## config.mk

```make
export PLATFORM = sky130hd
export DESIGN_NAME = refill_bridge
export DESIGN_NICKNAME = d
export VERILOG_FILES = /design/src/design/icache_pkg.sv /design/src/design/refill_bridge.sv
export SDC_FILE = /design/constraint.sdc
export NUM_CORES = 1
export LEC_CHECK = 0
export BUFFER_PORTS_ARGS = -buffer_cell sky130_fd_sc_hd__buf_2
export CAP_MARGIN = 20
export CORE_UTILIZATION = 45
export DETAILED_ROUTE_END_ITERATION = 8
export PLACE_DENSITY = 0.85
export SLEW_MARGIN = 0
export SYNTH_ARGS = -nofsm -noshare
export SYNTH_HDL_FRONTEND = slang
export SYNTH_SLANG_ARGS = --single-unit
```

## constraint.sdc

```tcl
create_clock -name clk -period 2.83 [get_ports clk]
set_input_delay 0.283 -clock clk [delete_from_list [all_inputs] [get_ports clk]]
set_output_delay 0.283 -clock clk [all_outputs]
set_load 0.01 [all_outputs]
```

## src/design/icache_pkg.sv

```systemverilog
`default_nettype none

package icache_pkg;

    localparam int DATA_WIDTH     = 32;
    localparam int WORDS_PER_LINE = 4;
    localparam int LINE_WIDTH     = DATA_WIDTH * WORDS_PER_LINE;
    localparam int ADDR_WIDTH     = 32;
    localparam int OFFSET_WIDTH   = 4; // byte offset within a line

    typedef enum logic [1:0] {
        lookup,
        miss,
        refill,
        refill_done
    } icache_state_e;

    typedef enum logic [1:0] {
        u_idle,
        u_load,
        u_return,
        u_done
    } uncache_state_e;

    typedef enum logic [1:0] {
        idle,
        request,
        collect
    } bridge_state_e;

endpackage

`default_nettype wire

```

## src/design/refill_bridge.sv

```systemverilog
`timescale 1ns/1ps
`default_nettype none

module refill_bridge (
    input  wire                               clk,
    input  wire                               reset,
    input  wire                               line_req,
    input  wire [icache_pkg::ADDR_WIDTH-1:0]  line_addr,
    input  wire                               word_req,
    input  wire [icache_pkg::ADDR_WIDTH-1:0]  word_addr,
    output logic                              req_ready,
    output logic                              ret_valid,
    output logic [icache_pkg::LINE_WIDTH-1:0] ret_line,
    output logic                              mem_req,
    output logic [icache_pkg::ADDR_WIDTH-1:0] mem_addr,
    input  wire                               mem_gnt,
    input  wire                               mem_rvalid,
    input  wire [icache_pkg::DATA_WIDTH-1:0]  mem_rdata
);

    localparam int BEAT_WIDTH     = $clog2(icache_pkg::WORDS_PER_LINE);
    localparam int BYTES_PER_WORD = icache_pkg::DATA_WIDTH / 8;

    icache_pkg::bridge_state_e         state;
    logic                              is_line;
    logic [BEAT_WIDTH-1:0]             beat;
    logic [icache_pkg::ADDR_WIDTH-1:0] cur_addr;
    logic                              last_beat;
    logic                              beat_in;

    assign req_ready = (state == icache_pkg::idle) && (line_req || word_req);
    assign mem_req   = (state == icache_pkg::request);
    assign mem_addr  = cur_addr;
    assign beat_in   = (state == icache_pkg::collect) && mem_rvalid;
    assign last_beat = !is_line || (beat == BEAT_WIDTH'(icache_pkg::WORDS_PER_LINE - 1));

    always_ff @(posedge clk) begin
        if (reset) begin
            state     <= icache_pkg::idle;
            ret_valid <= 1'b0;
            is_line   <= 1'b0;
            beat      <= '0;
        end else begin
            ret_valid <= 1'b0;
            case (state)
                icache_pkg::idle: begin
                    if (req_ready) begin
                        state   <= icache_pkg::request;
                        is_line <= line_req;
                        beat    <= '0;
                    end
                end
                icache_pkg::request: begin
                    if (mem_gnt) begin
                        state <= icache_pkg::collect;
                    end
                end
                icache_pkg::collect: begin
                    if (mem_rvalid) begin
                        beat <= beat + 1'b1;
                        if (last_beat) begin
                            state     <= icache_pkg::idle;
                            ret_valid <= 1'b1; // line complete
                        end else begin
                            state <= icache_pkg::request;
                        end
                    end
                end
                default: state <= icache_pkg::idle;
            endcase
        end
    end

    always_ff @(posedge clk) begin
        if (req_ready) begin
            cur_addr <= line_req ? line_addr : word_addr;
        end else if (beat_in) begin
            cur_addr <= cur_addr + icache_pkg::ADDR_WIDTH'(BYTES_PER_WORD);
        end
    end

    // word 0 at the lowest address
    always_ff @(posedge clk) begin
        if (beat_in) begin
            ret_line[beat*icache_pkg::DATA_WIDTH +: icache_pkg::DATA_WIDTH] <= mem_rdata;
        end
    end

endmodule

`default_nettype wire

```

Word-level counts from Yosys, hierarchy flattened:

Index checks and enable logic that the tools add are counted.

* flip-flop bits (word level): 166
* output and inout bits: 163

* eq/ne operators: 6
* add/subtract/negate cells: 3
* bitwise logic cells: 2
* mux-type cells: 13
* shifts and indexed selects: 2
* reduce and logical (&&, ||, !) cells: 12

Operator list (number)
* $bwmux W128: 1
* $shift A32 B34 Y128 const A: 1
* $shiftx A32 B34 Y128: 1
* $mux W32: 3
* $neg A7 Y34: 1
* $add A32 B3 Y32 const B: 1
* $mux W2: 5
* $pmux W2 S3: 1
* $reduce_and A3 Y1: 2
* $eq A2 B2 Y1 const B: 2
* $ne A2 B2 Y1 const B: 2
* $pmux W2 S2: 1
* $reduce_bool A2 Y1: 2
* $reduce_or A3 Y1: 1
* $add A2 B1 Y2 const B: 1
* $eq A2 B1 Y1 const B: 1
* $logic_and A1 B1 Y1: 2
* $logic_not A2 Y1: 1
* $logic_or A1 B1 Y1: 2
* $mux W1: 2
* $ne A2 B1 Y1 const B: 1
* $not A1 Y1: 2
* $reduce_and A2 Y1: 1
* $logic_not A1 Y1: 1

Longest topological paths before layout:

Gate-level depths: netlist of run 1.

* word-level depth: 5
* gate-level depth with buffers: 6
* depth with buffers taken out: 5

Worst setup path after synthesis of run 1:

No wires, ideal clock.

* kind: input-to-reg
* start: input port line_req
* end: register cur_addr (netlist bit mem_addr[10]), enable pin
* path buffers: 1
* arrival: 1.631 ns
* stages: 4
* data required time: 2.365 ns
* library setup time: 0.465 ns
* slack: 0.734 ns
* path through: or2_2 > nand2_1 > clkbuf_1 > nand2_1

* word-level cells in the longest chain between the ends: 3

RTL lines
* start: declaration: RTL line refill_bridge.sv:7 `input wire line_req,`
* $logic_or A1 B1 Y1: RTL line refill_bridge.sv:31 `assign req_ready = (state == icache_pkg::idle) && (line_req || word_req);`
* $logic_and A1 B1 Y1: RTL line refill_bridge.sv:31
* $reduce_bool A2 Y1 (no source line)
* end signal: assignment: RTL line refill_bridge.sv:76 `cur_addr <= line_req ? line_addr : word_addr;`
* end signal: assignment: RTL line refill_bridge.sv:78 `cur_addr <= cur_addr + icache_pkg::ADDR_WIDTH'(BYTES_PER_WORD);`
* end: declaration: RTL line refill_bridge.sv:27 `logic [icache_pkg::ADDR_WIDTH-1:0] cur_addr;`

Every way passes these cells.
A chain may end at the register's enable or synchronous reset.

Final worst setup path of run 1:

* start: register cur_addr (netlist bit mem_addr[10])
* end: register cur_addr (netlist bit mem_addr[31]), data pin

* word-level cells in the longest chain between the ends: 3

RTL lines
* $add A32 B3 Y32: RTL line refill_bridge.sv:78
* $mux W32: RTL line refill_bridge.sv:77 `end else if (beat_in) begin`
* $mux W32: RTL line refill_bridge.sv:75 `if (req_ready) begin`

Every way passes these cells. The select of a mux whose other input is x is not followed.

==> results of run 1 <==
==> state kept, by name, summed over array words and instances, names as in the netlist <==
register / flops
beat: 2
is_line: 1
mem_addr: 32
ret_line: 128
ret_valid: 1
state: 2
==> power breakdown <==
part | internal (mW) | switching (mW) | total [mW]
Combinational | 0.255 | 0.324 | 0.579
Clock | 1.17 | 1.03 | 2.20
Sequential | 2.80 | 0.118 | 2.92
==> per-layer routing <==
metal / routed length, microns / up-vias
met5: 0 / -
met4: 298 / 0
met3: 1340 / 24
met2: 9070 / 296
li1: - / 2543
met1: 6840 / 2476
==> cell families (layout without fill, tap and decap cells) <==
kind of cell    after synthesis  count (layout)  synth area share (%)
simple gates                238             238                  19.8
flops                       166             166                  67.5
xor+xnor                     12              12                  1.44
mux                          15              15                  2.06
compound gates               70              70                  6.33
buf+inv                      35             315                  1.89
fa+ha+maj                     6               6                  1.03
==> area by class of cell <==
class,count,area share (%)
timing repair buffer,276,15.1
clock buffer,18,4.52
multi-input combinational,341,23.8
inverter,7,0.277
clock inverter,14,1.49
tap,216,2.85
sequential,166,51.9
==> cells in the final DEF, fill, tap and decap left out, types with 14 or more instances in the layout <==
cell type and count:
edfxtp_1 160, nand3_1 14, nor2b_1 19, mux2i_1 15, o211ai_1 16, nand2_1 17
a211oi_1 17, buf_2 264, a21oi_1 16, clkbuf_16 17, and2_1 131
==> how the worst max path moves through the flow <==
stage / startpoint / endpoint / slack, ns / depth (start not counted)
after floorplan: line_req / mem_addr[10]$_DFFE_PP_ / 0.73 / 4
after global placement: mem_addr[4]$_DFFE_PP_ / mem_addr[31]$_DFFE_PP_ / 0.76 / 4
after detailed placement: mem_addr[10]$_DFFE_PP_ / mem_addr[31]$_DFFE_PP_ / 0.64 / 4
after CTS: mem_addr[10]$_DFFE_PP_ / mem_addr[31]$_DFFE_PP_ / 0.64 / 4
after global routing: mem_addr[4]$_DFFE_PP_ / mem_addr[27]$_DFFE_PP_ / 0.50 / 4
final: mem_addr[10]$_DFFE_PP_ / mem_addr[31]$_DFFE_PP_ / 0.63 / 4
==> through the flow <==
stage	std cells	power [mW]	utilization (%)	area [sq um]
floorplan	542	3.27	-	7300
finish	1038	5.70	59.7	9490
CTS	1038	5.74	59.7	9490
detailed placement	1006	3.55	56.1	8920
global placement	1006	3.53	56.1	8920
global route	1038	5.88	59.7	9490
==> metrics, run 1 <==
fin. max-slew vios=0; CTS buffer count=17; DRC violations left=0; HP Class=in -> reg; Hold Path End=state[1]$_SDFFE_PP0P_; Final Critical Period=2.20 ns; # setup viols final=0; Hold Startpoint=reset; Setup CP Type=reg -> reg; gr ovfl total=0; Post-Syn Area per Cell=around 13 sq um; CP endpoint kind=register; top cells by instance count after synthesis=160 x edfxtp_1, 132 x and2_1, 22 x clkbuf_1, 19 x nor2b_1, 18 x nand2_1; vias in the first global route=4886; worst relative slew slack=63.6%; core area=15900 sq um; Clock Tree Root=clkbuf_16; hold slack=0.111 ns; H-tree Lvls=4; Synth area leaders=edfxtp_1 66%, and2_1 11%, mux2i_1 2.1%; met3 usage=4.83%; Starting Density=between 40% and 50%; # Post-CTS Setup Buffers=0; GPL Wtd Cong=0.927; I/O Buffers=between 200 and 300; Seq. cell area=4920 sq um; reg2reg start=mem_addr[10]$_DFFE_PP_; FF-to-FF path depth=4; P_leak=3.33 nW; EDFF count, synth=160; CP max-delay cell=or4_4; Resize count post-CTS=0; Most Crowded Layer GR=met2; TritonCTS clock tree=built; maximum achievable frequency=between 400 and 500 MHz; post-route ant nets=0; final worst slack=0.632 ns; crit-path leading delay family=simple AND/OR/NAND/NOR gates; Netlist cell types=between 40 and 50; Mapped Nets=650; Hold Fails Final Rpt=0; share of layout cells above drive strength 1=38.6%; Peak VDD IR=0.362 mV; critical path buffer and inverter count=0; CP peak stage delay=between 0.6 and 0.7 ns; top-count cell post-synth=edfxtp_1; area occupied by multi-input gates=2260 sq um; Final nets=917; GRT met1 Usage=between 20 and 25%; largest net degree at the start of global routing=51; RSZ-0062 raised after global routing=no; critical path peak fanout=15; hpwl dp=between 10000 and 15000 microns; Worst-path clk slew=approximately 0.07 ns; DR pass1 iterations=5; io pins=about 270; die area=16700 sq um; Reg2Reg Setup Slack=roughly 0.63 ns; Post-CTS Hold Buffers=0; GRT Util Overall=approximately a fifth; Worst Path Required=3.10 ns; worst skew pair latency=0.42 ns; Synth Flop Type=edfxtp_1; ys async rst share=0%; antenna violations before repair=0; crit-path cells=nand4_1 -> or4_4 -> or4_1 -> a31oi_1; area leader, netlist=edfxtp_1; area growth from synthesis to layout=30.0%; cells after synthesis=approximately 540; Tightest Pin Transition=0.545 ns; result of the run=finished clean; filler instances=approximately 1200; power per cell area=~600 nW/um^2; initial DRC count=approximately 340; WP data arrival=2.46 ns; hold depth=2; WL/cell=16.9 microns; vias=5339; DIE HEIGHT=129 microns; mapped cell area=around 7300 sq um; Via-to-Cell Ratio=between 5 and 6; Setup WS pre-CTS=roughly 0.64 ns; clk buf depth=2; final worst-path cycle share=77.7%; # diodes=0; GRT met2 Usage=between 30% and 40%; top cell type's share of synthesized area=65.8%; drt total wl=around 18000 microns; Clock Skew=about 0.010 ns; Fin Setup TNS=0 ns; synthesized flop and latch total=166; Die Wd=129 microns; synth warn=0; first-pass GRT wire length=25600 microns; max cap viols=0; row count=46; CTS Sinks=166; CP Launch Type=register; worst r2r dst=mem_addr[31]$_DFFE_PP_; sequential fraction of the synthesis area=67.5%
(Power assumes the default switching activity.)
==> run 2, diff against run 1 <==
clock period = 2.3 ns   (was 2.83 ns; I/O delays follow)
==> run 2 against run 1 <==
Compared with the run above:
- sequential share of layout area down 0.35 points
- combinational power increased by 26%
- clock-buffer cell count is 1 lower
- via count rose by 0.69%
- first-iteration DRC count up 0.58%
- wire length rose by 2.2%
- global-route usage up 0.34 points
- non-clock buffer count grew 4
- hold slack got worse by 0.063 ns
- clock skew decreased by 0.00096 ns
- maximum frequency decreased by 0.12%
==> metrics, run 2 (synthesized netlist as in run 1, its figures left out) <==
vias in the first global route=4962 (+1.6%); Final Critical Period=2.20 ns (+0.00274 ns); Peak VDD IR=0.520 mV (+43%); RSZ-0062 raised after global routing=no; CTS buffer count=17 (unchanged); placed cells=1008 (+0.20%); Setup CP Type=reg -> reg; largest net degree at the start of global routing=60 (+18%); I/O Buffers=264 (unchanged); Largest Register=ret_line; dpl cell area=8970 sq um (+0.59%); area growth from synthesis to layout=30.9%; # setup viols final=0 (unchanged); initial DRC count=345 (+0.58%); vias=5376 (+0.69%); drt total wl=17900 microns (+2.2%); fin. max-slew vios=0 (unchanged); Via-to-Cell Ratio=5.16 (+0.40%); worst relative slew slack=63.2% (-0.40 points); Hold Fails Final Rpt=0 (unchanged); core area=15900 sq um (unchanged); hpwl dp=12100 microns (+0.28%); Seq. cell area=4920 sq um (unchanged); Most Crowded Layer GR=met2; share of layout cells above drive strength 1=38.9% (+0.34 points); DIE HEIGHT=129 microns (unchanged); result of the run=finished clean; GPL Wtd Cong=0.864 (-6.7%); commonest cells after routing, fill and taps aside=264 x buf_2, 160 x edfxtp_1, 131 x and2_1, 19 x nor2b_1; GRT met1 Usage=24.3% (+0.27 points); post-layout instance area=9550 sq um (+0.69%); Clock Skew=0.00925 ns (-0.000958 ns); WP data arrival=2.46 ns (about the same); gr ovfl total=0 (unchanged); TritonCTS clock tree=built; Worst Path Required=2.56 ns (-0.54 ns); antenna violations before repair=1 (+1); critical path peak fanout=9 (-6); clk buf depth=2 (unchanged); io pins=265 (unchanged); area occupied by multi-input gates=2260 sq um (unchanged); max cap viols=0 (unchanged); first-pass GRT wire length=26200 microns (+2.4%); HP Class=in -> reg; Fin Setup TNS=0 ns (unchanged); Reg2Reg Setup Slack=0.1 ns (-0.53 ns); commonest non-fill, non-tap cell in the layout=buf_2; CP Launch Type=register; CTS Sinks=166 (unchanged); hold slack=0.0481 ns (-0.0626 ns); power after layout=7.01 mW (+23%); final worst-path cycle share=95.7% (+18 points); Tightest Pin Transition=0.552 ns (+0.00719 ns); Worst-path clk slew=0.07 ns (about the same); Layout Cells excl Fill=1041 (+0.29%); # diodes=0 (unchanged); CP endpoint kind=register; row count=46 (unchanged); Starting Density=46.0% (unchanged); die area=16700 sq um (unchanged); met3 usage=5.12% (+0.29 points); max FFs per register=128 (unchanged); filler instances=1232 (+0.16%); Clock Tree Root=clkbuf_16; post-route ant nets=0 (unchanged); power per cell area=734 nW/um^2 (+22%); GRT Util Overall=21.2% (+0.34 points); DR pass1 iterations=4 (-1); worst skew pair latency=0.42 ns (about the same); maximum achievable frequency=454 MHz (-0.12%); WL/cell=17.2 microns (+1.9%); H-tree Lvls=4 (unchanged); Die Wd=129 microns (unchanged); GRT met2 Usage=38.2% (+0.51 points); Post-CTS Hold Buffers=0 (unchanged); DRC violations left=0 (unchanged); P_leak=3.36 nW (+0.90%); Final nets=921 (+0.44%)
==> run 2: cell count changes in the layout (fill, tap and decap cells not counted) <==
cell        delta
buf_12         +3
buf_4          +1
clkbuf_1       -1
o311ai_0       -1
o311ai_1       +1
clkinv_4       +1
clkinvlp_4     -1
==> run 2: stage by stage <==
step	setup slack, ns	util [%]
after global routing	0.0181	60.1
final	0.0990	60.1
after global placement	0.216	56.5
after detailed placement	0.109	56.5
after floorplan	0.211	-
after CTS	0.0806	60.1
==> run 2: area by class of cell <==
cell class,count,area share [%]
timing repair buffer,280,15.7
inverter,7,0.275
tap,216,2.83
sequential,166,51.5
clock inverter,14,1.49
multi-input combinational,341,23.7
clock buffer,17,4.45
==> run 2: layer usage <==
layer	vias up	wire, microns
li1	2552	-
met1	2525	7000
met2	276	9300
met3	21	1330
met4	2	289
met5	-	10
==> run 2: report_power, final <==
group	total, mW	internal (mW)	switching (mW)
sequential	3.59	3.45	0.145
combinational	0.728	0.316	0.413
clock	2.69	1.43	1.26
==> run 2: path summary, 6_finish.rpt <==
check | from | end | cells past startpoint
worst max-delay path | mem_addr[10]$_DFFE_PP_ | mem_addr[29]$_DFFE_PP_ | 5
worst min-delay path | reset | state[0]$_SDFFE_PP0P_ | 2
worst max register to register | mem_addr[10]$_DFFE_PP_ | mem_addr[29]$_DFFE_PP_ | 5
worst min register to register | is_line$_SDFFE_PP0P_ | is_line$_SDFFE_PP0P_ | 2
==> run 2: worst max-delay path: stages, from the launching register on <==
cell,delay [ns]
edfxtp_1,0.48
nand4_1,0.21
or4_4,0.60
buf_4,0.19
or4_1,0.46
o211ai_1,0.10
==> run 2: timing repair <==
action,in CTS,in global routing
setup buffers,0,2
resized for setup,0,1
endpoints found under the setup margin,0,2
==> run 3, diff against run 2 <==
clock period = 2.7 ns   (was 2.3 ns; I/O delays follow)
==> run 3 against run 2 <==
Compared with the run above:
- combinational power down 17%
- total power down 14%
- non-clock buffer count down 5
- clock skew down 0.0030 ns
- critical endpoint is now req_ready
- highest routed layer is now met4
==> metrics, run 3 (synthesized netlist as in run 1, its figures left out) <==
result of the run=finished clean; placed cells=1005 (-0.30%); Fin Setup TNS=0 ns (unchanged); Die Wd=129 microns (unchanged); post-route ant nets=0 (unchanged); Hold Fails Final Rpt=0 (unchanged); gr ovfl total=0 (unchanged); commonest cells after routing, fill and taps aside=264 x buf_2, 160 x edfxtp_1, 131 x and2_1, 19 x nor2b_1; first-pass GRT wire length=26400 microns (+0.68%); GPL Wtd Cong=0.893 (+3.3%); vias in the first global route=4995 (+0.67%); CTS buffer count=17 (unchanged); Worst Path Required=2.43 ns (-0.13 ns); Setup CP Type=reg -> out; HP Class=in -> reg; GRT Util Overall=21.2% (-0.039 points); max FFs per register=128 (unchanged); power per cell area=636 nW/um^2 (-13%); CP endpoint kind=primary output; final worst-path cycle share=81.3%; hpwl dp=12200 microns (+1.1%); Tightest Pin Transition=0.623 ns (+0.0716 ns); RSZ-0062 raised after global routing=no; CP Launch Type=register; Setup WS pre-CTS=0.490 ns (+0.381 ns); Peak VDD IR=0.484 mV (-7.0%); Post-CTS Hold Buffers=0 (unchanged); Worst-path clk slew=0.07 ns (about the same); worst relative slew slack=58.3% (-4.9 points); vias=5352 (-0.45%); DR pass1 iterations=5 (+1); Clock Tree Root=clkbuf_16; commonest non-fill, non-tap cell in the layout=buf_2; clk buf depth=2 (unchanged); I/O Buffers=264 (unchanged); worst skew pair latency=0.42 ns (about the same); Seq. cell area=4920 sq um (unchanged); Largest Register=ret_line; maximum achievable frequency=455 MHz; Layout Cells excl Fill=1037 (-0.38%); WP data arrival=1.93 ns (-0.53 ns); Final Critical Period=2.20 ns; area occupied by multi-input gates=2260 sq um (unchanged); Final nets=916 (-0.54%); H-tree Lvls=4 (unchanged); antenna violations before repair=0 (-1); Via-to-Cell Ratio=5.16 (about the same); largest net degree at the start of global routing=51 (-15%); DRC violations left=0 (unchanged); core area=15900 sq um (unchanged); P_leak=3.35 nW (-0.30%); fin. max-slew vios=0 (unchanged); die area=16700 sq um (unchanged); # diodes=0 (unchanged); max cap viols=0 (unchanged); critical path peak fanout=19 (+10); drt total wl=17600 microns (-1.7%); CTS Sinks=166 (unchanged); filler instances=1248 (+1.3%); DIE HEIGHT=129 microns (unchanged); # setup viols final=0 (unchanged); TritonCTS clock tree=built; io pins=265 (unchanged); Resize count post-CTS=0 (unchanged); share of layout cells above drive strength 1=38.5% (-0.42 points); initial DRC count=317 (-8.1%); WL/cell=17.0 microns (-1.3%); # Post-CTS Setup Buffers=0 (unchanged); final worst slack=0.504 ns (+0.405 ns); area growth from synthesis to layout=30.1%; Clock Skew=0.00623 ns (-0.00302 ns); Starting Density=46.0% (unchanged); row count=46 (unchanged)
## run 3: cell type report
cell class              instances  area share, %
well taps                     216           2.85
flip-flops and latches        166           51.9
inverters                       7          0.277
clock buffers                  18           4.52
repair buffers                275           15.0
clock inverters                14           1.66
multi-input cells             341           23.8
## run 3: final timing paths
check	start	end	slack (ns)	cells after the start
worst max register to register	mem_addr[4]$_DFFE_PP_	mem_addr[27]$_DFFE_PP_	0.51	4
worst min-delay path	reset	state[0]$_SDFFE_PP0P_	0.09	2
worst min register to register	is_line$_SDFFE_PP0P_	is_line$_SDFFE_PP0P_	0.53	2
worst max-delay path	state[0]$_SDFFE_PP0P_	req_ready	0.50	4
## run 3: power breakdown
part	total, mW	switching [mW]	internal [mW]
clock network	2.37	1.12	1.24
logic	0.606	0.341	0.265
registers	3.06	0.128	2.94
total	6.04	1.59	4.44
## run 3: critical path, cell delays in order, from the launching register on
cell and delay, ns:
dfxtp_1 0.38, nor2_1 0.28, nand2_2 0.29, inv_1 0.35, buf_2 0.21
## run 3: per-layer routing
layer | vias to the layer above | wire length (microns) | GRT usage, %
met5 | - | 0 | 0
met4 | 0 | 301 | 7.89
met3 | 25 | 1440 | 4.71
met2 | 309 | 9010 | 38.0
met1 | 2479 | 6870 | 24.8
li1 | 2539 | - | -
## run 3: metrics by stage
step	cell area, sq um	utilization, %	total power, mW	hold WS, ns
2_1_floorplan	7300	-	3.42	0.339
3_3_place_gp	8910	56.1	3.71	0.486
3_5_place_dp	8910	56.1	3.72	0.491
4_1_cts	9500	59.8	6.07	0.0766
5_1_grt	9500	59.8	6.23	0.104
6_report	9500	59.8	6.04	0.0939
